--- src/source/dram_fifo_pkg.sv ---
// --------------------
// widths, region sizes and the memory address type shared by the dual stream fifo
// import with dram_fifo_pkg::* in the module or interface header
// --------------------
`default_nettype none

package dram_fifo_pkg;

  // --------------------
  // stream and storage widths
  localparam int data_w          = 64;                 // stream payload
  localparam int mem_word_w      = data_w + 1;         // payload plus tlast

  // --------------------
  // memory layout, one region per channel
  localparam int region_depth    = 16;                 // words per channel
  localparam int offset_w        = $clog2(region_depth);
  localparam int num_channels    = 2;
  localparam int region_w        = $clog2(num_channels);
  localparam int addr_w          = region_w + offset_w; // flat word address
  localparam int mem_depth       = num_channels * region_depth;
  localparam int count_w         = offset_w + 1;       // occupancy 0..region_depth

  // --------------------
  // memory timing
  localparam int mem_wait_states = 2;                  // idle cycles before ack
  localparam int mem_wait_w      = $clog2(mem_wait_states + 1);

  // one address word, seen flat by the memory and split by the channels
  typedef union packed {
    logic [addr_w-1:0] flat;                           // memory index
    struct packed {
      logic [region_w-1:0] region;                     // channel select, msb
      logic [offset_w-1:0] offset;                     // ring position
    } field;
  } dram_addr_u;

endpackage

`default_nettype wire

--- src/source/wb_mem_if.sv ---
// --------------------
// wishbone classic link between a channel, the arbiter and the memory
// single transfers only, master holds cyc/stb and the request until ack
// --------------------
`timescale 1ns/10ps
`default_nettype none

interface wb_mem_if import dram_fifo_pkg::*; ();

  logic                  cyc;    // bus cycle in progress
  logic                  stb;    // transfer strobe
  logic                  we;     // 1 = write, 0 = read
  dram_addr_u            adr;    // word address
  logic [mem_word_w-1:0] dat_w;  // write data, master to slave
  logic [mem_word_w-1:0] dat_r;  // read data, valid with ack
  logic                  ack;    // one cycle, ends the transfer

  // channel side, or the arbiter toward the memory
  modport master (
    output cyc,
    output stb,
    output we,
    output adr,
    output dat_w,
    input  dat_r,
    input  ack
  );

  // memory side, or the arbiter toward a channel
  modport slave (
    input  cyc,
    input  stb,
    input  we,
    input  adr,
    input  dat_w,
    output dat_r,
    output ack
  );

endinterface

`default_nettype wire

--- src/source/stream_if.sv ---
// --------------------
// valid/ready stream of 64 bit beats with a tlast marker
// --------------------
`timescale 1ns/10ps
`default_nettype none

interface stream_if import dram_fifo_pkg::*; ();

  logic [data_w-1:0] tdata;
  logic              tlast;   // end of packet
  logic              tvalid;  // held with data until the beat moves
  logic              tready;  // sink can take a beat

  modport source (
    output tdata,
    output tlast,
    output tvalid,
    input  tready
  );

  modport sink (
    input  tdata,
    input  tlast,
    input  tvalid,
    output tready
  );

endinterface

`default_nettype wire

--- src/source/fifo_channel.sv ---
// --------------------
// one ring buffer fifo channel that parks its beats in the channel's memory region
// input hold register -> wishbone write ... wishbone read -> output register
// --------------------
`timescale 1ns/10ps
`default_nettype none

module fifo_channel import dram_fifo_pkg::*; (
  input  wire                ddr3_axi_clk,
  input  wire                i_reset,
  input  wire [region_w-1:0] i_channel,  // memory region of this channel
  stream_if.sink             s_in,
  stream_if.source           s_out,
  wb_mem_if.master           m_bus
);

  // --------------------
  // state
  logic [data_w-1:0]   hold_data;       // beat waiting for its memory write
  logic                hold_last;
  logic                hold_valid;
  logic                hold_valid_nxt;
  logic                in_ready;        // registered and low through reset

  logic [data_w-1:0]   out_data;        // beat read back and offered downstream
  logic                out_last;
  logic                out_valid;

  logic [offset_w-1:0] wr_ptr;          // next ring slot to write
  logic [offset_w-1:0] rd_ptr;          // oldest stored word
  logic [count_w-1:0]  count;           // words held in memory

  logic                bus_cyc;         // transfer open on the bus
  logic                bus_we;          // direction of the open transfer
  dram_addr_u          bus_adr;
  logic [mem_word_w-1:0] bus_dat;       // write word frozen with the request
  logic                read_turn;       // read wins the next tie

  // --------------------
  // decode
  logic                in_fire;
  logic                out_fire;
  logic                wr_pend;
  logic                rd_pend;
  logic                do_read;
  logic                wr_done;
  logic                rd_done;
  dram_addr_u          wr_adr;
  dram_addr_u          rd_adr;

  assign in_fire  = s_in.tvalid && in_ready;
  assign out_fire = out_valid && s_out.tready;
  assign wr_pend  = hold_valid && (count < count_w'(region_depth));  // room left in region
  assign rd_pend  = (count != '0) && !out_valid;                      // stored and out empty
  assign do_read  = rd_pend && (!wr_pend || read_turn);               // alternate on a tie
  assign wr_done  = m_bus.ack && bus_we;
  assign rd_done  = m_bus.ack && !bus_we;

  // region bit on top of the ring pointer
  always_comb begin
    wr_adr.field.region = i_channel;
    wr_adr.field.offset = wr_ptr;
    rd_adr.field.region = i_channel;
    rd_adr.field.offset = rd_ptr;
  end

  // hold register empties only once its word is in memory
  always_comb begin
    hold_valid_nxt = hold_valid;
    if (in_fire) begin
      hold_valid_nxt = 1'b1;
    end else if (wr_done) begin
      hold_valid_nxt = 1'b0;
    end
  end

  // --------------------
  // control
  always_ff @(posedge ddr3_axi_clk) begin
    if (i_reset) begin
      hold_valid <= 1'b0;
      in_ready   <= 1'b0;
      out_valid  <= 1'b0;
      wr_ptr     <= '0;
      rd_ptr     <= '0;
      count      <= '0;
      bus_cyc    <= 1'b0;
      read_turn  <= 1'b0;
    end else begin
      hold_valid <= hold_valid_nxt;
      in_ready   <= !hold_valid_nxt;     // take a beat whenever the hold slot is free

      // ack closes the bus cycle and cyc stays low one cycle before the next
      if (bus_cyc) begin
        if (m_bus.ack) begin
          bus_cyc <= 1'b0;
        end
      end else if (wr_pend || rd_pend) begin
        bus_cyc   <= 1'b1;
        read_turn <= !do_read;           // other side gets the next tie
      end

      if (wr_done) begin
        wr_ptr <= wr_ptr + 1'b1;         // wraps inside the region
        count  <= count + 1'b1;
      end
      if (rd_done) begin
        rd_ptr <= rd_ptr + 1'b1;
        count  <= count - 1'b1;
      end

      if (rd_done) begin
        out_valid <= 1'b1;
      end else if (out_fire) begin
        out_valid <= 1'b0;
      end
    end
  end

  // --------------------
  // payload
  always_ff @(posedge ddr3_axi_clk) begin
    if (in_fire) begin
      hold_data <= s_in.tdata;
      hold_last <= s_in.tlast;
    end
    if (rd_done) begin
      out_data <= m_bus.dat_r[data_w-1:0];
      out_last <= m_bus.dat_r[data_w];
    end
    if (!bus_cyc) begin                  // request is frozen once cyc rises
      bus_we  <= !do_read;
      bus_adr <= do_read ? rd_adr : wr_adr;
      bus_dat <= {hold_last, hold_data};
    end
  end

  // --------------------
  // ports
  assign s_in.tready  = in_ready;
  assign s_out.tdata  = out_data;
  assign s_out.tlast  = out_last;
  assign s_out.tvalid = out_valid;

  assign m_bus.cyc    = bus_cyc;
  assign m_bus.stb    = bus_cyc;         // strobe follows cyc for single transfers
  assign m_bus.we     = bus_we;
  assign m_bus.adr    = bus_adr;
  assign m_bus.dat_w  = bus_dat;

  // --------------------
  // checks
  // request stays on the bus unchanged until the memory acks it
  a_req_held : assert property (@(posedge ddr3_axi_clk) disable iff (i_reset)
    m_bus.stb && !m_bus.ack |=> m_bus.stb && m_bus.cyc && $stable(m_bus.adr) &&
                                $stable(m_bus.we) && $stable(m_bus.dat_w));

  a_occupancy : assert property (@(posedge ddr3_axi_clk) disable iff (i_reset)
    count <= count_w'(region_depth));

endmodule

`default_nettype wire

--- src/source/wb_arbiter.sv ---
// --------------------
// round robin arbiter that lets two wishbone masters share one memory port
// grant is combinational and locked for the length of a bus cycle
// --------------------
`timescale 1ns/10ps
`default_nettype none

module wb_arbiter (
  input  wire       ddr3_axi_clk,
  input  wire       i_reset,
  wb_mem_if.slave   s_ch0,
  wb_mem_if.slave   s_ch1,
  wb_mem_if.master  m_mem
);

  logic grant_q;     // owner of the open cycle
  logic grant_lock;  // keeps grant_q while a cycle is open
  logic prio;        // who wins when both ask (1 = ch1)
  logic sel;         // current grant (1 = ch1)

  // --------------------
  // grant
  always_comb begin
    if (grant_lock) begin
      sel = grant_q;                     // stay with the open cycle
    end else if (s_ch0.cyc && s_ch1.cyc) begin
      sel = prio;                        // rotate when both ask
    end else begin
      sel = s_ch1.cyc;                   // lone requester or ch0 when idle
    end
  end

  always_ff @(posedge ddr3_axi_clk) begin
    if (i_reset) begin
      grant_q    <= 1'b0;
      grant_lock <= 1'b0;
      prio       <= 1'b0;
    end else begin
      grant_q    <= sel;
      grant_lock <= m_mem.cyc && !m_mem.ack;  // released on the ack edge
      if (m_mem.ack) begin
        prio <= !sel;                    // other master goes first next time
      end
    end
  end

  // --------------------
  // request mux toward memory
  assign m_mem.cyc   = sel ? s_ch1.cyc   : s_ch0.cyc;
  assign m_mem.stb   = sel ? s_ch1.stb   : s_ch0.stb;
  assign m_mem.we    = sel ? s_ch1.we    : s_ch0.we;
  assign m_mem.adr   = sel ? s_ch1.adr   : s_ch0.adr;
  assign m_mem.dat_w = sel ? s_ch1.dat_w : s_ch0.dat_w;

  // ack goes only to the owner and data is shared since it counts only with ack
  assign s_ch0.ack   = m_mem.ack && !sel;
  assign s_ch1.ack   = m_mem.ack && sel;
  assign s_ch0.dat_r = m_mem.dat_r;
  assign s_ch1.dat_r = m_mem.dat_r;

  // --------------------
  // checks
  a_one_ack : assert property (@(posedge ddr3_axi_clk) disable iff (i_reset)
    !(s_ch0.ack && s_ch1.ack));

endmodule

`default_nettype wire

--- src/source/dram_model.sv ---
// --------------------
// behavioral word memory on a wishbone slave port
// every transfer is acked after a fixed number of wait states
// --------------------
`timescale 1ns/10ps
`default_nettype none

module dram_model import dram_fifo_pkg::*; (
  input  wire      ddr3_axi_clk,
  input  wire      i_reset,
  wb_mem_if.slave  s_bus
);

  logic [mem_word_w-1:0] mem [mem_depth];  // both regions by flat index
  logic [mem_wait_w-1:0] wait_cnt;         // cycles of stb seen so far
  logic                  req;

  assign req = s_bus.cyc && s_bus.stb;

  // one cycle of ack in cycle mem_wait_states+1 of the transfer
  assign s_bus.ack   = req && (wait_cnt == mem_wait_w'(mem_wait_states));
  assign s_bus.dat_r = mem[s_bus.adr.flat];  // read data ready by ack

  // --------------------
  // wait state counter
  always_ff @(posedge ddr3_axi_clk) begin
    if (i_reset) begin
      wait_cnt <= '0;
    end else if (!req || s_bus.ack) begin
      wait_cnt <= '0;                      // restart for the next transfer
    end else begin
      wait_cnt <= wait_cnt + 1'b1;
    end
  end

  // --------------------
  // storage
  always_ff @(posedge ddr3_axi_clk) begin
    if (s_bus.ack && s_bus.we) begin
      mem[s_bus.adr.flat] <= s_bus.dat_w;  // write lands on the ack edge
    end
  end

  // --------------------
  // checks
  a_ack_in_cycle : assert property (@(posedge ddr3_axi_clk) disable iff (i_reset)
    s_bus.ack |-> s_bus.cyc && s_bus.stb);

endmodule

`default_nettype wire

--- src/source/axis_dram_fifo_dual.sv ---
// --------------------
// dual channel stream fifo backed by one shared memory
// stream in -> channel 0 -> link -> channel 1 -> stream out
// --------------------
`timescale 1ns/10ps
`default_nettype none

module axis_dram_fifo_dual import dram_fifo_pkg::*; (
  input  wire              ddr3_axi_clk,
  input  wire              i_reset,
  // stream in
  input  wire [data_w-1:0] i_data,
  input  wire              i_last,
  input  wire              i_valid,
  output logic             o_in_ready,
  // stream out
  output logic [data_w-1:0] o_data,
  output logic              o_last,
  output logic              o_valid,
  input  wire               i_out_ready
);

  // --------------------
  // streams
  stream_if in_stream ();   // top inputs, into channel 0
  stream_if link ();        // channel 0 to channel 1
  stream_if out_stream ();  // channel 1 to top outputs

  assign in_stream.tdata  = i_data;
  assign in_stream.tlast  = i_last;
  assign in_stream.tvalid = i_valid;
  assign o_in_ready       = in_stream.tready;

  assign o_data            = out_stream.tdata;
  assign o_last            = out_stream.tlast;
  assign o_valid           = out_stream.tvalid;
  assign out_stream.tready = i_out_ready;

  // --------------------
  // memory buses
  wb_mem_if ch0_bus ();
  wb_mem_if ch1_bus ();
  wb_mem_if mem_bus ();

  fifo_channel u_ch0 (
    .ddr3_axi_clk (ddr3_axi_clk),
    .i_reset      (i_reset),
    .i_channel    (region_w'(0)),  // lower region
    .s_in         (in_stream),
    .s_out        (link),
    .m_bus        (ch0_bus)
  );

  fifo_channel u_ch1 (
    .ddr3_axi_clk (ddr3_axi_clk),
    .i_reset      (i_reset),
    .i_channel    (region_w'(1)),  // upper region
    .s_in         (link),
    .s_out        (out_stream),
    .m_bus        (ch1_bus)
  );

  wb_arbiter u_arbiter (
    .ddr3_axi_clk (ddr3_axi_clk),
    .i_reset      (i_reset),
    .s_ch0        (ch0_bus),
    .s_ch1        (ch1_bus),
    .m_mem        (mem_bus)
  );

  dram_model u_mem (
    .ddr3_axi_clk (ddr3_axi_clk),
    .i_reset      (i_reset),
    .s_bus        (mem_bus)
  );

endmodule

`default_nettype wire

--- config.mk ---
export PLATFORM = sky130hd
export DESIGN_NAME = axis_dram_fifo_dual
export DESIGN_NICKNAME = d
export VERILOG_FILES = /design/src/source/dram_fifo_pkg.sv /design/src/source/wb_mem_if.sv /design/src/source/stream_if.sv /design/src/source/fifo_channel.sv /design/src/source/wb_arbiter.sv /design/src/source/dram_model.sv /design/src/source/axis_dram_fifo_dual.sv
export SDC_FILE = /design/constraint.sdc
export NUM_CORES = 2
export LEC_CHECK = 0
export BUFFER_PORTS_ARGS = -buffer_cell sky130_fd_sc_hd__clkbuf_2
export CORE_ASPECT_RATIO = 1.1
export CORE_MARGIN = 2
export CORE_UTILIZATION = 45
export CTS_BUF_LIST = sky130_fd_sc_hd__clkbuf_4 sky130_fd_sc_hd__clkbuf_8
export CTS_CLUSTER_SIZE = 25
export DETAILED_ROUTE_END_ITERATION = 8
export SYNTH_ARGS = -nofsm -noshare
export SYNTH_HDL_FRONTEND = slang
export SYNTH_SLANG_ARGS = --single-unit
--- constraint.sdc ---
create_clock -name ddr3_axi_clk -period 7.11 [get_ports ddr3_axi_clk]
set_input_delay 1.0665 -clock ddr3_axi_clk [delete_from_list [all_inputs] [get_ports ddr3_axi_clk]]
set_output_delay 1.0665 -clock ddr3_axi_clk [all_outputs]
set_load 0.01 [all_outputs]
* After elaboration in Yosys (flattened, before gate mapping)
Memories as Yosys holds them, arrays and structs flattened.
Index checks and enable logic that the tools add are counted.
** Word-level totals
- Register bits after elaboration :: 443
- Bits in writable memories :: 2080
- Bits of input ports :: 69
- Output and inout bits :: 67
- Word-level logic and storage cells :: 123
- Memories kept :: 1
** Memories
- u_mem.mem :: depth 32, width 65, rd ports 1, clocked after Yosys merged registers in 0, write ports 1, line dram_model.sv:14 : logic [mem_word_w-1:0] mem [mem_depth];
** Cells by class
- $add $sub $neg :: 9
- Order comparisons :: 2
- Equality and inequality tests :: 1
- Muxes and demuxes :: 28
- Bitwise gates (word level) :: 2
- Reductions and logical operators :: 46
** Operators with widths (number)
- $mux W65 :: 1
- $mux W5 :: 5
- $mux W1 :: 20
- $logic_and A1 B1 Y1 :: 19
- $add A4 B1 Y4 const B :: 4
- $logic_not A1 Y1 :: 13
- $add A5 B1 Y5 const B :: 2
- $lt A5 B5 Y1 const B :: 2
- $reduce_bool A5 Y1 :: 2
- $sub A5 B1 Y5 const B :: 2
- $mux W4 :: 2
- $reduce_bool A2 Y1 :: 4
- $logic_or A1 B1 Y1 :: 5
- $reduce_and A2 Y1 :: 2
- $add A2 B1 Y2 const B :: 1
- $eq A2 B2 Y1 const B :: 1
- $not A1 Y1 :: 2
- $reduce_or A2 Y1 :: 1

* Depth between registers and ports, before layout
- Depth after elaboration :: 10
- Mapped depth :: 13
- Depth with buffers taken out :: 13

* Hierarchy
Synthesis repeated with hierarchy kept, for this count alone.
** Unflattened totals
- Cells, all modules :: 4977
- Area, all modules :: 94883.5 µm²
** By module, submodules not included
- dram_model :: times used 1, cells an instance 4144, area an instance 78729.3 µm², seq. area each 62499.9 µm²
- fifo_channel :: times used 2, cells an instance 302, area an instance 6977.9 µm², seq. area each 6396.1 µm²
- wb_arbiter :: times used 1, cells an instance 227, area an instance 2190.9 µm², seq. area each 60.1 µm²
- axis_dram_fifo_dual :: times used 1, cells an instance 2, area an instance 7.5 µm², seq. area each 0.0 µm²

* Worst setup path before layout
OpenSTA, ideal clock, no wires.
- Path type :: register to register
- Start point :: register u_arbiter.prio
- End point :: memory u_mem.mem[0][0] in the netlist's numbering (enable)
- Setup time :: 489 ps
- Arrival :: 4698 ps
- Required time :: 6621 ps
- Setup slack :: 1923 ps
- Stages on the path, launching flop included :: 11
- Buffers on the path :: 5
- Period minus slack after synthesis :: 5187 ps
- Path through :: dfxtp_1 -> nand2b_2 -> a22o_1 -> buf_6 -> a22oi_2 -> buf_6 -> buf_6 -> buf_4 -> buf_2 -> nand3_1 -> nor2_1
** Between the ends
- Word-level cells in the longest chain between the ends :: 7
- Elaborated cells between the ends (all ways) :: 9
- Classes of those cells :: 7 x mux; 2 x reduce/logical
** RTL lines
- from (decl) :: line wb_arbiter.sv:18 : logic prio;
- from (signal assigned) :: line wb_arbiter.sv:42 : prio <= !sel;
- $mux W1 * :: line wb_arbiter.sv:26 : end else if (s_ch0.cyc && s_ch1.cyc) begin
- $mux W1 * :: line wb_arbiter.sv:24 : if (grant_lock) begin
- $mux W1 :: line wb_arbiter.sv:49, wb_arbiter.sv:50
- $logic_and A1 B1 Y1 :: line dram_model.sv:21 : assign s_bus.ack = req && (wait_cnt == mem_wait_w'(mem_wait_states));
- $logic_and A1 B1 Y1 :: line dram_model.sv:39 : if (s_bus.ack && s_bus.we) begin
- $mux W1 :: line dram_model.sv:39
- $mux W1 (not written as such) :: line dram_model.sv:40 : mem[s_bus.adr.flat] <= s_bus.dat_w;
- to (decl) :: line dram_model.sv:14
Every way passes the cells marked *; elsewhere a longest branch is shown, timed or not.

* Worst setup path in the final report
- Start point :: register u_ch0.bus_cyc, in the netlist u_ch0.m_bus.cyc
- End point :: memory u_mem.mem[8][36] in the netlist's numbering (enable)
** Between the ends
- Word-level cells in the longest chain between the ends :: 8
- Elaborated cells between the ends (all ways) :: 10
- Classes of those cells :: 7 x mux; 3 x reduce/logical
** RTL lines
- from (decl) :: line fifo_channel.sv:33 : logic bus_cyc;
- from (signal assigned) :: line fifo_channel.sv:87 : bus_cyc <= 1'b0;
- from (signal assigned) :: line fifo_channel.sv:96 : bus_cyc <= 1'b0;
- from (signal assigned) :: line fifo_channel.sv:99 : bus_cyc <= 1'b1;
- $logic_and A1 B1 Y1 :: line wb_arbiter.sv:26
- $mux W1 :: line wb_arbiter.sv:26
- $mux W1 :: line wb_arbiter.sv:24
- $mux W1 :: line wb_arbiter.sv:49, wb_arbiter.sv:50
- $logic_and A1 B1 Y1 :: line dram_model.sv:21
- $logic_and A1 B1 Y1 :: line dram_model.sv:39
- $mux W1 :: line dram_model.sv:39
- $mux W1 (not written as such) :: line dram_model.sv:40
Parallel ways exist; a longest one is shown, timed or not.

==> results <==
- The post-synthesis cell type count is 60.
- The sequential element share of the synthesized area is 0.807.
- The source-to-sink clock delay at the later pin of the worst-skew pair is 1.11 ns.
- Of all nets on the critical path, the largest fanout is slightly above 40.
- After detailed routing, the number of vias per cell comes to just under 6.
- For the pin with the worst max-slew slack, the measured transition is around 1.4 ns.
- In this run, CTS created clock tree buffers numbering 411.
- Post-CTS timing repair inserted 0 buffers for setup.
- Entering global routing, the biggest net connects 138 pins.
- The iteration count of the initial detailed-routing pass is 6.
- The number of hold buffers added after CTS was 0.
- The relative slew slack is 0.0575.
- The mean post-synth cell area is about 21 um^2.
- The final layout contains routed wiring with a total length of 244000 um.
- The number of routed nets with antenna violations is 0.
- For this block, the via count after detailed routing is between 40000 and 50000.
- Max-cap violations in this run came to 0.
- The type of element launching the critical path is a flip-flop.
- The final critical-path share of the clock period is 0.692.
- Between clock sinks in the finished design, the worst skew comes to between 0.06 and 0.07 ns.
- In the synthesized netlist the dominant register cell turns out to be edfxtp_1.
- Yosys printed 0 warnings.
- The CTS clock-pin slew for the worst setup and hold paths is roughly 0.060 ns.
- The number of pins exceeding their max-slew limit in the final report is 0.
- The number of sinks driven by the clock tree is about 2500.
- The routed design could run at a clock period as short as ~4.9 ns.
- The post-synth net total is roughly 4500.
- Power spread over the standard cell area amounts to 285 nW/um^2.
- The via count of the first global-routing pass is 46300.
- TritonCTS built the clock tree.
- The number of instances in the synthesized netlist is 4384.
- After synthesis, the share of flip-flops with an asynchronous set or reset is 0.
- The die outline height is about 480 um.
- The initial antenna violation count came to 5.
- The number of synthesized flops with an enable pin is 2480.
- The cell area that synthesis handed to floorplanning was 93300 um^2.
- Global routing finished with a remaining overflow of 0.
- Timing would allow up to 203 MHz.
- Setup total negative slack on the finished layout was measured at 0 ns.
- Data arrives at the worst endpoint at about 5.6 ns.
- During I/O placement, the number of pins put on the boundary was 136.
- The global routing usage summed across all routing layers is 0.229.
- The count of routing violations after the opening detailed-route iteration is approximately 5100.
- The full die area is 211000 um^2.
- The kind of end point of the critical path is a flip-flop.
- The first global-routing pass estimated 342000 um of wire.
- The maximum buffer depth of the clock tree is 4.
- The class of the most critical hold timing path is primary input to flip-flop.
- The number of gates resized after CTS is 0.
- Detailed placement finished with a half-perimeter wire length of 123000 um.
- The final-report hold violation count is 0.
- The initial core utilization is 0.452.
- The total leakage power is 35.1 nW.
- The synthesis-to-layout area growth is 13.0%.
- The ratio of cells with drive above 1 in the final layout is 0.255.
- The initialized floorplan defines about 180 standard-cell rows.
- Input and output buffers added on the ports amount to 135.
- The register-to-register setup slack is 2.19 ns.
- The core utilization of the finished layout is 0.511.
- The final-stage net count is 4914.
- The required time of the critical path is 7.83 ns.
- Across the VDD grid, the largest voltage drop is between 0.00015 and 0.0002 V.
- The clock tree root driver cell is clkbuf_8.
- The mean routed wirelength per cell is 30.9 um.
- The remaining design rule violation count is 0.
- The number of H-tree levels is 5.
- The run finished with clean final reports.
- Setup repair after global routing left no endpoint under its margin.
- At the end of routability-driven placement, the weighted congestion stood at between 0.7 and 0.8.
- The core region area is 206000 um^2.
- In this run the horizontal extent of the chip is 438 um.
- The type of the worst setup path is flip-flop to flip-flop.
- The synthesized flop and latch total is 2521.
- The setup-violating endpoint count in the final report is 0.
-- placed cells by master, fill, tap and decap left out, types with 30 or more instances in the layout --
| cell | instances |
|---|---|
| clkbuf_2 | 135 |
| edfxtp_1 | 2480 |
| a22oi_1 | 126 |
| mux4_2 | 369 |
| clkbuf_8 | 423 |
| nor4_1 | 33 |
| clkbuf_4 | 144 |
| nand2_1 | 351 |
| clkinv_1 | 95 |
| buf_4 | 93 |
| nor2_4 | 34 |
| clkinv_2 | 31 |
| a21oi_1 | 71 |
| mux2i_1 | 281 |
| dfxtp_1 | 41 |
| o22ai_1 | 116 |
| o2111ai_1 | 33 |
| nand4_1 | 30 |
| nor2_1 | 36 |
-- sequential cells by signal, indices dropped and copies added (netlist names), 2 cells and up --
name               flops
u_ch0.count            5
u_ch1.m_bus.adr        4
u_ch0.wr_ptr           4
u_mem.mem           2080
u_ch1.m_bus.dat_w     65
u_ch1.count            5
u_ch0.m_bus.adr        4
u_ch1.s_out.tdata     64
u_ch0.s_out.tdata     64
u_mem.wait_cnt         2
u_ch1.wr_ptr           4
u_ch0.hold_data       64
u_ch0.m_bus.dat_w     65
u_ch1.rd_ptr           4
u_ch1.hold_data       64
u_ch0.rd_ptr           4
-- power by group --
part,switching [mW],internal [mW]
logic,0.875,0.450
registers,0.0242,16.5
clock network,5.52,6.62
total,6.42,23.6
-- metrics by stage --
| step | instances | hold WS [ns] | worst slack, ns | power, mW | area (um^2) |
|---|---|---|---|---|---|
| global placement | 7168 | 0.400 | 2.26 | 18.2 | 97600 |
| floorplan | 4384 | 0.393 | 1.92 | 17.8 | 93300 |
| global route | 7881 | 0.102 | 1.96 | 31.0 | 105000 |
| detailed placement | 7168 | 0.404 | 2.19 | 18.2 | 97600 |
| finish | 7881 | 0.156 | 2.19 | 30.0 | 105000 |
| CTS | 7880 | 0.0534 | 2.15 | 30.3 | 105000 |
-- synthesized netlist by cell type (all sizes together) (2+ instances only) --
library cell  instances  area, um^2
nor2                 71         269
nand4                30         188
o211ai               22         165
nand3                18        90.1
mux2i               282        2820
o22ai               116         726
mux4                369        8310
nor4                 33         206
ha                    7        87.6
nand2               357        1340
nor2b                 3        26.3
o21ai                 9        45.0
o221ai                2        17.5
edfxtp             2480       74500
a21o                  3        22.5
clkbuf               85         323
or3                   5        31.3
nand2b                6        40.0
o311ai                2        17.5
a221oi                3        26.3
xnor2                 7        61.3
nor3b                 2        20.0
and2                  4        25.0
mux2                 12         139
a22o                  3        26.3
inv                   8        30.0
xor2                 11        96.3
and3                  4        25.0
a21oi                71         355
or4                   4        30.0
a21boi                3        26.3
a2111oi               2        23.8
a22oi               127         958
nor3                  6        30.0
a311oi                2        17.5
dfxtp                41         821
o2111ai              33         289
buf                 124         947
a221o                10         100
-- logic make-up (layout without fill, tap and decap cells) --
| logic type | Yosys count | count (layout) | synth area share |
|---|---|---|---|
| simple gates | 544 | 544 | 0.0250 |
| fa+ha+maj | 7 | 7 | 0.000939 |
| flops | 2521 | 2521 | 0.807 |
| mux | 663 | 663 | 0.121 |
| xor+xnor | 18 | 18 | 0.00169 |
| compound gates | 413 | 413 | 0.0306 |
| other cells | 0 | 1 | 0 |
| buf+inv | 218 | 971 | 0.0140 |
-- critical path, stage by stage (launching register included) --
cell	delay, ns
dfxtp_1	0.48
nand2b_2	0.16
a22o_4	0.49
a22oi_2	0.48
buf_4	0.25
buf_4	0.37
nand3_1	0.66
nor2_4	1.20
buf_12	0.38
-- final timing paths --
kind | start | cells after the start | to
setup / recovery | u_ch0.m_bus.cyc$_SDFF_PP0_ | 8 | u_mem.mem[8][36]$_DFFE_PP_
hold / removal | i_data[47] | 1 | u_ch0.hold_data[47]$_DFFE_PP_
setup reg to reg | u_ch0.m_bus.cyc$_SDFF_PP0_ | 8 | u_mem.mem[8][36]$_DFFE_PP_
hold reg to reg | u_ch0.s_out.tdata[40]$_DFFE_PP_ | 0 | u_ch1.hold_data[40]$_DFFE_PP_
-- routing by layer --
metal  up-vias  track usage  wire, um
met5         -            0        13
met4         2       0.0657      5860
met3       387       0.0386     18400
met2      2037        0.373    119000
met1     24900        0.320    101000
li1      19100            -         -
-- area by class of cell --
| cell class | count | area, um^2 |
|---|---|---|
| Antenna cell | 1 | 2.50 |
| Inverter | 9 | 38.8 |
| Sequential cell | 2521 | 75300 |
| Tap cell | 2743 | 3430 |
| Clock inverter | 145 | 903 |
| Clock buffer | 567 | 6900 |
| Fill cell | 16300 | 101000 |
| Multi-Input combinational cell | 1645 | 17100 |
| Timing Repair Buffer | 250 | 1810 |
Power figures use the tool's default switching activity.
